===== config.mk =====
export PLATFORM = sky130hd
export DESIGN_NAME = tri_input_stage
export DESIGN_NICKNAME = d
export VERILOG_FILES = /design/src/rtl/geometry_pkg.sv /design/src/rtl/sampling_pkg.sv /design/src/rtl/tri_input_stage.sv
export VERILOG_INCLUDE_DIRS = /design/src /design/src/rtl
export SDC_FILE = /design/constraint.sdc
export NUM_CORES = 1
export LEC_CHECK = 0
export BUFFER_PORTS_ARGS = -buffer_cell sky130_fd_sc_hd__buf_2
export CORE_ASPECT_RATIO = 0.5
export CORE_MARGIN = 2
export CORE_UTILIZATION = 40
export CTS_CLUSTER_DIAMETER = 150
export CTS_CLUSTER_SIZE = 16
export DETAILED_ROUTE_END_ITERATION = 8
export PLACE_DENSITY = 0.77
export SYNTH_ARGS = -nofsm -noshare
export SYNTH_HDL_FRONTEND = slang
export SYNTH_SLANG_ARGS = --single-unit
export TNS_END_PERCENT = 10

===== constraint.sdc =====
create_clock -name clk -period 1 [get_ports clk]
set_clock_uncertainty 0.15 [all_clocks]
set_input_delay 0.05 -clock clk [delete_from_list [all_inputs] [get_ports clk]]
set_output_delay 0.05 -clock clk [all_outputs]
set_load 0.02 [all_outputs]

===== src/rtl/bbox_defines.svh =====
// Shared widths for the bounding-box stage; coordinates are two's complement with RADIX fraction bits
`ifndef BBOX_DEFINES_SVH
`define BBOX_DEFINES_SVH

// Total bits in one coordinate
`define BBOX_SIGFIG 24

// Fraction bits at the bottom of a coordinate
// Must be at least 3 for the 64x grid
`define BBOX_RADIX 10

// Vertices per triangle
`define BBOX_VERTS 3

// Axes per vertex, x then y
`define BBOX_AXES 2

// Register stages between input and output
`define BBOX_DEPTH 3

`endif


===== src/rtl/geometry_pkg.sv =====
// Coordinate and cull arithmetic types; the cross product is kept at full width so it never wraps
`include "bbox_defines.svh"

package geometry_pkg;

    // Signed fixed point coordinate
    // Low RADIX bits hold the fraction
    typedef logic signed [`BBOX_SIGFIG-1:0] coord_t;

    // Difference of two coordinates
    // One extra bit so the subtraction cannot overflow
    typedef logic signed [`BBOX_SIGFIG:0] diff_t;

    // Product of two differences, 50 bits for 24-bit coordinates
    typedef logic signed [2*(`BBOX_SIGFIG+1)-1:0] cross_t;

endpackage


===== src/rtl/sampling_pkg.sv =====
// Multisample codes are one-hot; any code outside the four listed below is handled as 1x
`include "bbox_defines.svh"

package sampling_pkg;

    // One-hot multisample selector
    typedef logic [3:0] sample_code_t;

    // Mask over the fraction bits of a coordinate
    // A set bit survives the floor to the sample grid
    typedef logic [`BBOX_RADIX-1:0] grid_mask_t;

    // One sample per pixel
    localparam sample_code_t SAMPLE_1X  = 4'b1000;
    // Half-pixel grid
    localparam sample_code_t SAMPLE_4X  = 4'b0100;
    // Quarter-pixel grid
    localparam sample_code_t SAMPLE_16X = 4'b0010;
    // Eighth-pixel grid
    localparam sample_code_t SAMPLE_64X = 4'b0001;

    // Grid masks that go with each code
    // 1x keeps no fraction bits at all
    localparam grid_mask_t MASK_1X  = '0;
    localparam grid_mask_t MASK_4X  = {1'b1, {(`BBOX_RADIX-1){1'b0}}};
    localparam grid_mask_t MASK_16X = {2'b11, {(`BBOX_RADIX-2){1'b0}}};
    localparam grid_mask_t MASK_64X = {3'b111, {(`BBOX_RADIX-3){1'b0}}};

endpackage


===== src/rtl/tri_input_stage.sv =====
// First pipeline register; halt freezes it and the source must hold its inputs while halt is high
`timescale 1ns/1ps
`include "bbox_defines.svh"

module tri_input_stage
    import geometry_pkg::*;
    import sampling_pkg::*;
(
    input  logic         clk,
    input  logic         rst_n,
    input  logic         halt,
    input  logic         tri_valid,
    input  sample_code_t subsample,
    input  coord_t       v0_x,
    input  coord_t       v0_y,
    input  coord_t       v1_x,
    input  coord_t       v1_y,
    input  coord_t       v2_x,
    input  coord_t       v2_y,
    input  coord_t       screen_w,
    input  coord_t       screen_h,
    // Vertices grouped by axis, then by vertex
    output coord_t       s1_coord [`BBOX_AXES-1:0][`BBOX_VERTS-1:0],
    // Screen size per axis
    output coord_t       s1_limit [`BBOX_AXES-1:0],
    output grid_mask_t   s1_mask,
    output logic         s1_valid
);

    grid_mask_t mask_in;

    // Sample code to fraction mask
    always_comb begin
        case (subsample)
            SAMPLE_4X:  mask_in = MASK_4X;
            SAMPLE_16X: mask_in = MASK_16X;
            SAMPLE_64X: mask_in = MASK_64X;
            // 1x and every illegal code
            default:    mask_in = MASK_1X;
        endcase
    end

    always_ff @(posedge clk) begin
        if (!rst_n) begin
            s1_coord <= '{default: '0};
            s1_limit <= '{default: '0};
            s1_mask  <= MASK_1X;
            s1_valid <= 1'b0;
        end else if (!halt) begin
            // x axis lane input
            s1_coord[0][0] <= v0_x;
            s1_coord[0][1] <= v1_x;
            s1_coord[0][2] <= v2_x;
            // y axis lane input
            s1_coord[1][0] <= v0_y;
            s1_coord[1][1] <= v1_y;
            s1_coord[1][2] <= v2_y;
            // Width bounds x, height bounds y
            s1_limit[0]    <= screen_w;
            s1_limit[1]    <= screen_h;
            s1_mask        <= mask_in;
            s1_valid       <= tri_valid;
        end
    end

endmodule


==> impl_results.md <==
- Reg2Reg Launch Point: s1_coord[140]$_SDFFE_PN0N_
- CP Max Fanout: 2
- CP startpoint: s1_coord[7]$_SDFFE_PN0N_
- Syn_area_per_cell: ~12 µm²
- Post-route clock period utilization: 111%
- Hold Path Class: primary input to register
- Pleak: between 6 and 7 nW
- Critical Path End Type: output pin
- Vias in the first global route: roughly 8000
- Routed len/inst: about 18 µm
- Total number of vias: around 7200
- Cell class contributing the biggest share of worst-path delay: flip-flops
- Share of cells above drive strength 1: about 52%
- Critical path required time: ~0.8 ns
- Crit path time final: around 1.1 ns
- CTS tree: done
- Seq. cell area: between 0.004 and 0.005 mm²
- Global-route wire length before repair: ~40000 µm
- Clk slew on worst S/H paths: 0.07 ns
- Largest net degree at the start of global routing: slightly above 70
- Die height: between 100 and 150 µm
- DR DRC count: 0
- Fillers: 1100
- Global-route met3 utilization: 5.89%
- Via-to-Cell Ratio: 4.73
- Cell chain of the critical path: buf_6
- Max-cap viol count: 0
- #FFs+latches synth: between 150 and 200
- CTS H-tree lvls: 4
- Ports: 403
- Synthesized area: approximately 0.0075 mm²
- P per Cell Area: 1400 mW/mm²
- Root Driver: clkbuf_16
- Die X: 198 µm
- Fin nets: ~1500
- DIE AREA: 0.0199 mm²
- Synthesis-to-layout area growth: 86.3%
- Worst Path Arrival: approximately 0.91 ns
- Final setup TNS: -13.62 ns
- Area occupied by multi-input gates: 0.00325 mm²
- Fin. Hold Viols: 6
- Global-route usage over all layers: between 20% and 30%
- Cells on worst reg2reg path: 3
- Max-slew violations: 0
- Fin cells: 1513
- CP startpoint kind: register
- Starting Density: between 40% and 50%
- Clk buf depth: 2
- Failing checks: negative hold slack, negative setup slack
- CORE AREA: between 0.015 and 0.02 mm²
- Final HPWL DP: around 15000 µm
- Synth Warn #: 0
- Sink Count: ~200
- Busiest layer in global routing: met2
- Met2 track demand over resource: ~53%
- CP bufs+invs: 1
- Reg2Reg Capture Point: s1_coord[140]$_SDFFE_PN0N_
- Critical path start-end classification: register to output pin
- Total gr overflow: 0
- # rows: 35
- Stages on worst setup path: 1
- Drt first pass iters: 4
- Status: finished, violations left
- Crit path to: s1_coord[7]
- Final number of setup-violating endpoints: between 150 and 200
- Fmax: between 800 and 900 MHz
- Post-Synthesis Cells: around 650
- Drt total wl: about 28000 µm
- Clock latency on the worst-skew pair: approximately 0.40 ns
- Slowest stage cell on the critical path: dfxtp_2
- Num CTS Buffers: 17
- Post-synth cell types: 16
- Initial antenna violation count: 1
- Most frequent cells in the layout: dlygate4sd3_1 (197), buf_2 (197), buf_6 (196), mux2i_1 (194), dfxtp_2 (194)
- Port bufs: approximately 400
- Dpl cells: between 1000 and 1500
- Initial DRC Count: between 150 and 200
- Hold_ws: -0.0855 ns
- Worst reg-to-reg setup slack: ~0.020 ns
- Final WS setup: -0.113 ns
- Sequential-to-total area share from yosys stat: between 50% and 60%
- Worst vdd ir: roughly 1.1 mV
- Place WS: -0.151 ns
- Placer Congestion: roughly 0.83
- GR Util met1: between 20% and 30%
- Unrepaired setup endpoints after global routing: true
- Antenna viol nets, final: 0
- Delay of the slowest cell on the worst path: 0.37 ns
-- layout make-up --
class	count	share of cell area, %
timing repair buffer	636	40.6
clock buffer	20	3.27
clock inverter	11	0.743
antenna	2	0.0358
multi-input combinational	408	23.3
tap	240	2.15
sequential	196	29.9
-- worst min path at each step --
| stage | startpoint | to | depth (start not counted) |
|---|---|---|---|
| after CTS | subsample[1] | s1_mask[7]$_SDFFE_PN0N_ | 4 |
| final | subsample[2] | s1_mask[8]$_SDFFE_PN0N_ | 5 |
| after detailed placement | screen_w[14] | s1_limit[14]$_SDFFE_PN0N_ | 3 |
| after global routing | subsample[0] | s1_mask[8]$_SDFFE_PN0N_ | 4 |
| after floorplan | v0_x[0] | s1_coord[0]$_SDFFE_PN0N_ | 2 |
| after global placement | screen_h[5] | s1_limit[29]$_SDFFE_PN0N_ | 3 |
-- layer usage --
layer / routed length [µm] / vias to the layer above
li1: - / 3356
met1: 9910 / 3446
met2: 15100 / 253
met3: 1250 / 103
met4: 1340 / 0
met5: 0 / -
-- worst register-to-register path, cell delays in order, from the launching register on --
cell     delay [ns]
dfxtp_2        0.33
buf_4          0.13
mux2i_1        0.18
nor2b_1        0.08
-- logic make-up after synthesis --
logic type | count (synthesis) | synth area share (%)
compound gates | 2 | 0.133
xor+xnor | 1 | 0.117
buf+inv | 51 | 4.65
flops | 196 | 52.3
mux | 194 | 25.9
other cells | 1 | 0.0500
simple gates | 204 | 16.9
-- power breakdown --
part           total [W]  switching (W)  internal [W]
registers        0.00874       0.000371       0.00837
clock network    0.00661        0.00303       0.00358
logic            0.00416        0.00180       0.00236
-- cell usage after synthesis --
cell type / n / area share [%]
clkbuf_1: 20 / 1.0
nand3_1: 2 / 0.13
nand2_1: 3 / 0.15
buf_2: 3 / 0.20
buf_6: 13 / 2.0
mux2i_1: 194 / 26
xor2_1: 1 / 0.12
buf_4: 15 / 1.5
or4b_1: 1 / 0.13
nor2_1: 3 / 0.15
conb_1: 1 / 0.050
nand4b_1: 1 / 0.12
and2_1: 1 / 0.083
nor2b_1: 193 / 16
dfxtp_1: 196 / 52
o21ai_0: 2 / 0.13
-- state kept, by name (all words and copies together), names as in the netlist --
register and cells:
s1_mask 3, s1_valid 1, s1_limit 48, s1_coord 144
-- per-stage QoR --
| stage | utilization, % | power [W] | cell area (µm²) |
|---|---|---|---|
| 6_report | 76.0 | 0.0195 | 14000 |
| 5_1_grt | 76.0 | 0.0202 | 14000 |
| 4_1_cts | 75.8 | 0.0195 | 13900 |
| 3_5_place_dp | 53.8 | 0.0115 | 9900 |
| 3_3_place_gp | 53.8 | 0.0114 | 9900 |
| 2_1_floorplan | - | 0.0103 | 7520 |
-- what timing repair did --
item	CTS	global route
setup endpoints to repair	196	199
setup buffers	5	4
endpoints found under the hold margin	196	11
pin swaps	0	1
gates resized for setup	588	4
hold buffers	197	3
Note: power is estimated with default switching activity, not from simulation.
