$ cat config.mk
export PLATFORM = sky130hd
export DESIGN_NAME = axis_bound_lane
export DESIGN_NICKNAME = d
export VERILOG_FILES = /design/src/rtl/geometry_pkg.sv /design/src/rtl/sampling_pkg.sv /design/src/rtl/axis_bound_lane.sv
export VERILOG_INCLUDE_DIRS = /design/src /design/src/rtl
export SDC_FILE = /design/constraint.sdc
export NUM_CORES = 1
export LEC_CHECK = 0
export BUFFER_PORTS_ARGS = -buffer_cell sky130_fd_sc_hd__buf_2
export CELL_PAD_IN_SITES_DETAIL_PLACEMENT = 1
export CELL_PAD_IN_SITES_GLOBAL_PLACEMENT = 1
export CORE_AREA = 5 5 116 146
export DETAILED_ROUTE_END_ITERATION = 7
export DIE_AREA = 0 0 121 151
export GPL_TIMING_DRIVEN = 1
export PLACE_DENSITY_LB_ADDON = 0.1
export SYNTH_ARGS = -nofsm -noshare
export SYNTH_HDL_FRONTEND = slang
export SYNTH_SLANG_ARGS = --single-unit
$ cat constraint.sdc
create_clock -name clk -period 26.5 [get_ports clk]
set_input_delay 5.3 -clock clk [delete_from_list [all_inputs] [get_ports clk]]
set_output_delay 5.3 -clock clk [all_outputs]
set_load 0.01 [all_outputs]
$ cat src/rtl/bbox_defines.svh
// Shared widths for the bounding-box stage; coordinates are two's complement with RADIX fraction bits
`ifndef BBOX_DEFINES_SVH
`define BBOX_DEFINES_SVH

// Total bits in one coordinate
`define BBOX_SIGFIG 24

// Fraction bits at the bottom of a coordinate
// Must be at least 3 for the 64x grid
`define BBOX_RADIX 10

// Vertices per triangle
`define BBOX_VERTS 3

// Axes per vertex, x then y
`define BBOX_AXES 2

// Register stages between input and output
`define BBOX_DEPTH 3

`endif

$ cat src/rtl/geometry_pkg.sv
// Coordinate and cull arithmetic types; the cross product is kept at full width so it never wraps
`include "bbox_defines.svh"

package geometry_pkg;

    // Signed fixed point coordinate
    // Low RADIX bits hold the fraction
    typedef logic signed [`BBOX_SIGFIG-1:0] coord_t;

    // Difference of two coordinates
    // One extra bit so the subtraction cannot overflow
    typedef logic signed [`BBOX_SIGFIG:0] diff_t;

    // Product of two differences, 50 bits for 24-bit coordinates
    typedef logic signed [2*(`BBOX_SIGFIG+1)-1:0] cross_t;

endpackage

$ cat src/rtl/sampling_pkg.sv
// Multisample codes are one-hot; any code outside the four listed below is handled as 1x
`include "bbox_defines.svh"

package sampling_pkg;

    // One-hot multisample selector
    typedef logic [3:0] sample_code_t;

    // Mask over the fraction bits of a coordinate
    // A set bit survives the floor to the sample grid
    typedef logic [`BBOX_RADIX-1:0] grid_mask_t;

    // One sample per pixel
    localparam sample_code_t SAMPLE_1X  = 4'b1000;
    // Half-pixel grid
    localparam sample_code_t SAMPLE_4X  = 4'b0100;
    // Quarter-pixel grid
    localparam sample_code_t SAMPLE_16X = 4'b0010;
    // Eighth-pixel grid
    localparam sample_code_t SAMPLE_64X = 4'b0001;

    // Grid masks that go with each code
    // 1x keeps no fraction bits at all
    localparam grid_mask_t MASK_1X  = '0;
    localparam grid_mask_t MASK_4X  = {1'b1, {(`BBOX_RADIX-1){1'b0}}};
    localparam grid_mask_t MASK_16X = {2'b11, {(`BBOX_RADIX-2){1'b0}}};
    localparam grid_mask_t MASK_64X = {3'b111, {(`BBOX_RADIX-3){1'b0}}};

endpackage

$ cat src/rtl/axis_bound_lane.sv
// One axis of the box; lo is clamped at zero and hi at limit, which is assumed non-negative
`timescale 1ns/1ps
`include "bbox_defines.svh"

module axis_bound_lane
    import geometry_pkg::*;
    import sampling_pkg::*;
(
    input  logic       clk,
    input  logic       rst_n,
    input  logic       halt,
    // Same axis of all three vertices
    input  coord_t     c0,
    input  coord_t     c1,
    input  coord_t     c2,
    input  grid_mask_t mask,
    // Screen extent on this axis
    input  coord_t     limit,
    output coord_t     lo,
    output coord_t     hi,
    output logic       off_screen
);

    coord_t min_c;
    coord_t max_c;
    coord_t floor_lo;
    coord_t floor_hi;
    coord_t clamp_lo;
    coord_t clamp_hi;
    logic   off_now;

    // Smallest and largest of the three
    always_comb begin
        min_c = c0;
        if (c1 < min_c) begin
            min_c = c1;
        end
        if (c2 < min_c) begin
            min_c = c2;
        end
        max_c = c0;
        if (c1 > max_c) begin
            max_c = c1;
        end
        if (c2 > max_c) begin
            max_c = c2;
        end
    end

    // Floor to the sample grid
    // Integer part untouched, fraction ANDed with the mask
    // Rounds toward minus infinity for negative values too
    always_comb begin
        floor_lo = {min_c[`BBOX_SIGFIG-1:`BBOX_RADIX], min_c[`BBOX_RADIX-1:0] & mask};
        floor_hi = {max_c[`BBOX_SIGFIG-1:`BBOX_RADIX], max_c[`BBOX_RADIX-1:0] & mask};
    end

    // Clamp to the screen
    always_comb begin
        if (floor_lo < 0) begin
            clamp_lo = '0;
        end else begin
            clamp_lo = floor_lo;
        end
        if (floor_hi > limit) begin
            clamp_hi = limit;
        end else begin
            clamp_hi = floor_hi;
        end
    end

    // Off screen test uses the unclamped corners
    // Whole span left of zero or right of the limit
    assign off_now = (floor_hi < 0) || (floor_lo > limit);

    // Stage 2 register
    always_ff @(posedge clk) begin
        if (!rst_n) begin
            lo         <= '0;
            hi         <= '0;
            off_screen <= 1'b0;
        end else if (!halt) begin
            lo         <= clamp_lo;
            hi         <= clamp_hi;
            off_screen <= off_now;
        end
    end

endmodule

==> results.toml, run 1 <==
[sta]
finalHoldViolCount = 0
worst_slack_ns = 12.48
fin_crit_ns = 14.02
relSlewSlack_pct = 36.0
rsz0062_at_grt = "false"
min_period_over_period_pct = 52.9
tightest_slew_ns = 0.960
final_max_slew_viol_count = 0
max_freq_mhz = 71.3
setup_tns_ns = 0
setup_viol = 0
fin_worst_skew_ns = 0
hold_slack_ns = 0.479

[setup_path]
crit_buf_inv = 5
critPathMaxStageDelay_ns = 0.83
cp-startpoint = "c0[23]"
critPathRequiredTime_ns = 26.72
slowest_stage = "and4b_1"
cp-end-kind = "flip-flop"
crit_fanout = 44
cpLargestDelayFamily = "compound AO/OA/AOI/OAI gates"
crit_arrival_ns = 14.24
rr_startpoint = "hi[17]$_SDFFE_PN0N_"
startpoint_type = "primary input"
critPathKind = "primary input to flip-flop"

[route]
wirelength_mm = 24.8
wl_per_cell_um = 21.0
first_iter_violations = 366
drc = 0
vias = 7019
final_antenna_net_count = 0
post_drt_via_cell_ratio = 5.94
first_pass_iters = 4

[cells_and_area]
layout_common_cells = "buf_2, ha_1, a21oi_1"
layout.nets = 1196
antenna_cells = 0
drive_gt1_share_pct = 21.3
fin_util_pct = 49.6
final_common_cell = "buf_2"
design_area_sq_um = 7630
syn_to_final_growth_pct = 15.4

[clock_tree]
cts_hold_buf = 0
tritoncts = "yes"
post_cts_buffers = 0
cts_root_buf = "clkbuf_16"
insertion_delay_ns = 0.30
cts.sink_count = 48
cts_resized = 0
cts_buffer_depth = 2
h-tree-depth = 2
clk_pin_slew_ns = 0.08
cts_buffers = 5

[hold_path]
hp-start = "lo[2]$_SDFFE_PN0N_"
min_path_type = "flip-flop to flip-flop"

[global_routing]
overflow = 0
grt_max_degree = 62
grt_pass1_wl_mm = 38.6
grt_use_total_pct = 26.9
grt_pass1_vias = 7346
antenna_found_initial = 0

[synthesis]
synth_cell_types = 56
synth-compound-area-share_pct = 26.5
synth-edff-count = 0
ys_ff_latch = 48
synth.largest_area_cell = "ha_1"
synth_area_sq_um = 6610
synth.top_cell.area_share_pct = 22.5
synth_warnings = 0
synth_adder_area_share_pct = 22.5
synth_top_family_by_area = "compound AO/OA/AOI/OAI gates"
synth_area_per_cell_sq_um = 7.78
synthSimpleGateAreaFrac_pct = 18.6
synth_ff_type = "dfxtp_1"
synth_xor_area_share_pct = 0
synthMuxAreaShare_pct = 10.4
async_flop_share_pct = 0
postSynthCellCount = 850
synthTopCellsByArea = "ha_1, dfxtp_1, a21oi_1, mux2i_1, o21ai_0"
synth_nets = 1078
yosysSeqAreaShare_pct = 14.5

[placement]
pre_cts_ws_ns = 12.26
port_buffers = 156
place_area_sq_um = 7480
gp_congestion = 0.922
dp.final_hpwl_mm = 20.1

[floorplan]
rows = 51
core_area_sq_um = 15400
io_pins = 158
die_area_sq_um = 18300
die_h_um = 151
start_util_pct = 43.0
die_x_um = 121

[power_and_ir_drop]
power_leakage_uw = 0.00394
p_per_area_nw_per_um2 = 48.6
irDropWorstVdd_v = 0.0000245

[job]
maxCapViolCount = 0

[status]
status = "finished clean"
[where the power goes]
part | total (uW) | leakage [uW] | switching (uW) | internal, uW
logic | 214 | 0.00347 | 129 | 84.6
clock network | 72.6 | 0.0000772 | 34.6 | 38.0
registers | 83.8 | 0.000396 | 3.85 | 80.0
total | 371 | 0.00394 | 168 | 203
[worst paths after layout]
check / end / slack, ns / cells after the start
setup reg to reg: hi[17]$_SDFFE_PN0N_ / 25.55 / 3
hold reg to reg: lo[2]$_SDFFE_PN0N_ / 0.48 / 2
setup / recovery: hi[17]$_SDFFE_PN0N_ / 12.48 / 32
hold / removal: lo[2]$_SDFFE_PN0N_ / 0.48 / 2
[tightest hold or removal path: stages (launching register included)]
cell and delay, ns:
dfxtp_1 0.33, nand2_1 0.04, o311ai_0 0.08
[through the flow]
step	total power [uW]	std cells
3_3_place_gp	293	1173
6_report	371	1181
2_1_floorplan	234	850
4_1_cts	372	1181
5_1_grt	401	1181
3_5_place_dp	298	1173
[routing by layer]
metal	GRT usage (%)	wire length, um
met1	28.5	9300
met2	51.3	13000
met3	3.59	1090
met4	14.2	1400
met5	0	0
[Yosys cell counts, types with 2 or more instances]
cell	instances
o311ai_0	10
o21ai_1	6
ha_1	119
o211a_1	18
buf_1	5
and2_1	2
a211o_1	2
and3_1	2
a41o_1	13
inv_1	65
nor3_1	24
o21a_1	5
and4_1	2
or3b_1	13
nand4_1	34
a221oi_1	2
a31oi_1	14
clkbuf_1	25
o21ai_0	62
mux2i_1	38
mux2_2	27
nand2b_1	13
buf_2	17
a21o_1	30
nand4b_1	2
nor2_1	27
dfxtp_1	48
a21oi_1	85
nand2_1	46
o211ai_1	7
buf_4	6
nand3_1	40
nor2b_1	15
nor4_1	4
[sequential cells by signal, indices dropped and copies added (netlist names)]
register,count
lo,23
off_screen,1
hi,24
[area by class of cell]
cell class              instances  area, sq um
well taps                     212          265
clock buffers                   6          139
flip-flops and latches         48          961
multi-input cells             683         5160
inverters                      66          248
repair buffers                164          841
fillers                      1994         7750
clock inverters                 2         13.8
[kinds of logic after synthesis]
group | count (synthesis)
mux | 65
simple gates | 230
flops | 48
buf+inv | 119
fa+ha+maj | 119
other cells | 1
compound gates | 268
Note: power is estimated with default switching activity, not from simulation.
==> inputs of run 2 (changes only) <==
CORE_AREA = 5 5 122 152   (was 5 5 116 146)
DIE_AREA = 0 0 127 157   (was 0 0 121 151)
clock period = 13.7 ns   (was 26.5 ns; I/O delays follow)
==> results.toml, run 2 (same netlist as run 1, synthesis figures left out) <==
[sta]
max_freq_mhz = 82.6
rsz0062_at_grt = "false"
tightest_slew_ns = 0.957
relSlewSlack_pct = 35.9
fin_crit_ns = 12.10
finalHoldViolCount = 0
min_period_over_period_pct = 88.3
final_max_slew_viol_count = 0
setup_tns_ns = 0
setup_viol = 0
fin_worst_skew_ns = 0

[clock_tree]
cts.sink_count = 48
cts_buffer_depth = 2
post_cts_buffers = 0
insertion_delay_ns = 0.30
clk_pin_slew_ns = 0.07
tritoncts = "yes"
h-tree-depth = 2
cts_resized = 0
cts_root_buf = "clkbuf_16"
cts_hold_buf = 0
cts_buffers = 5

[route]
post_drt_via_cell_ratio = 5.81
drc = 0
wirelength_mm = 25.2
first_iter_violations = 193
vias = 6912
first_pass_iters = 4
final_antenna_net_count = 0
wl_per_cell_um = 21.2

[job]
maxCapViolCount = 0

[setup_path]
cp-end-kind = "flip-flop"
critPathKind = "primary input to flip-flop"
critPathMaxStageDelay_ns = 0.75
slowest_stage = "o21ai_2"
startpoint_type = "primary input"
rr_startpoint = "hi[20]$_SDFFE_PN0N_"
reg2reg_to = "hi[20]$_SDFFE_PN0N_"
critPathRequiredTime_ns = 13.95
reg2regPathDepth = 3
crit_fanout = 44
crit_arrival_ns = 12.35
crit_path_frequent_cell = "ha_1"
r2r_setup_slack_ns = 12.74

[floorplan]
die_x_um = 127
io_pins = 158
core_area_sq_um = 16800
start_util_pct = 39.3
die_h_um = 157
rows = 53
die_area_sq_um = 19900

[cells_and_area]
layout.nets = 1198
layout_common_cells = "buf_2, ha_1, a21oi_1"
syn_to_final_growth_pct = 15.7
final_common_cell = "buf_2"
largest_register_ffs = 24
largest_register = "hi"
drive_gt1_share_pct = 21.3
fin_util_pct = 45.4
antenna_cells = 0
reg_top3 = "hi (24), lo (23), off_screen (1)"

[hold_path]
min_path_type = "flip-flop to flip-flop"
holdPathEnd = "lo[8]$_SDFFE_PN0N_"
hp-start = "lo[8]$_SDFFE_PN0N_"
min_path_cells = 2

[placement]
port_buffers = 156
gp_congestion = 0.924
dp.final_hpwl_mm = 20.7

[power_and_ir_drop]
power_leakage_uw = 0.00395
p_per_area_nw_per_um2 = 93.0
power_uw = 712
irDropWorstVdd_v = 0.0000416

[status]
status = "finished clean"

[global_routing]
grt_pass1_wl_mm = 38.8
grt_use_total_pct = 24.8
grt_pass1_vias = 7261
antenna_found_initial = 0
overflow = 0
grt_max_degree = 57
==> run 2: changes by cell type in the layout (fill, tap and decap cells not counted), sizes merged <==
cell / delta
inv: -1
buf: +2
==> run 2: power breakdown <==
group	total, uW	leakage (uW)	internal (uW)	switching, uW
Clock	133	0.0000729	72.3	60.9
Combinational	416	0.00348	165	251
Sequential	163	0.000396	155	7.98
Total	712	0.00395	392	320
==> run 2: critical path, delay by kind of cell <==
kind | cells | cell delay, ns
buffers and inverters | 4 | 1.15
AO/OA/AOI/OAI | 12 | 3.16
AND/OR/NAND/NOR | 11 | 3.34
multiplexers | 2 | 0.88
adder cells (fa/ha/maj) | 3 | 1.05
==> run 2: metrics by stage <==
step	hold slack, ns	std cells	instance area, sq um	worst slack [ns]
detailed placement	0.470	1183	7500	1.47
finish	0.481	1190	7650	1.60
CTS	0.486	1190	7650	1.74
floorplan	0.521	850	6610	4.13
global route	0.524	1190	7650	0.830
global placement	0.462	1183	7500	1.64
==> run 2: per-layer routing <==
metal,part of all wire (%),track usage (%),up-vias
met5,0,0,-
met3,4.2,3.60,53
li1,-,-,3425
met2,54,48.7,166
met1,38,25.8,3268
met4,4.2,10.8,0
==> run 2: worst max path at each step <==
| stage | depth (start not counted) | startpoint | slack (ns) | end |
|---|---|---|---|---|
| floorplan | 35 | c0[23] | 4.13 | hi[23]$_SDFFE_PN0N_ |
| global placement | 31 | c0[23] | 1.64 | hi[1]$_SDFFE_PN0N_ |
| detailed placement | 31 | c0[23] | 1.47 | hi[4]$_SDFFE_PN0N_ |
| CTS | 32 | c0[23] | 1.74 | hi[4]$_SDFFE_PN0N_ |
| global route | 32 | c0[23] | 0.83 | hi[4]$_SDFFE_PN0N_ |
| finish | 32 | c0[23] | 1.60 | hi[4]$_SDFFE_PN0N_ |
==> run 2: cell type report <==
class	count	area [sq um]
flip-flops and latches	48	961
clock buffers	6	139
well taps	220	275
inverters	66	248
fillers	2176	9200
repair buffers	166	856
clock inverters	1	8.76
multi-input cells	683	5160
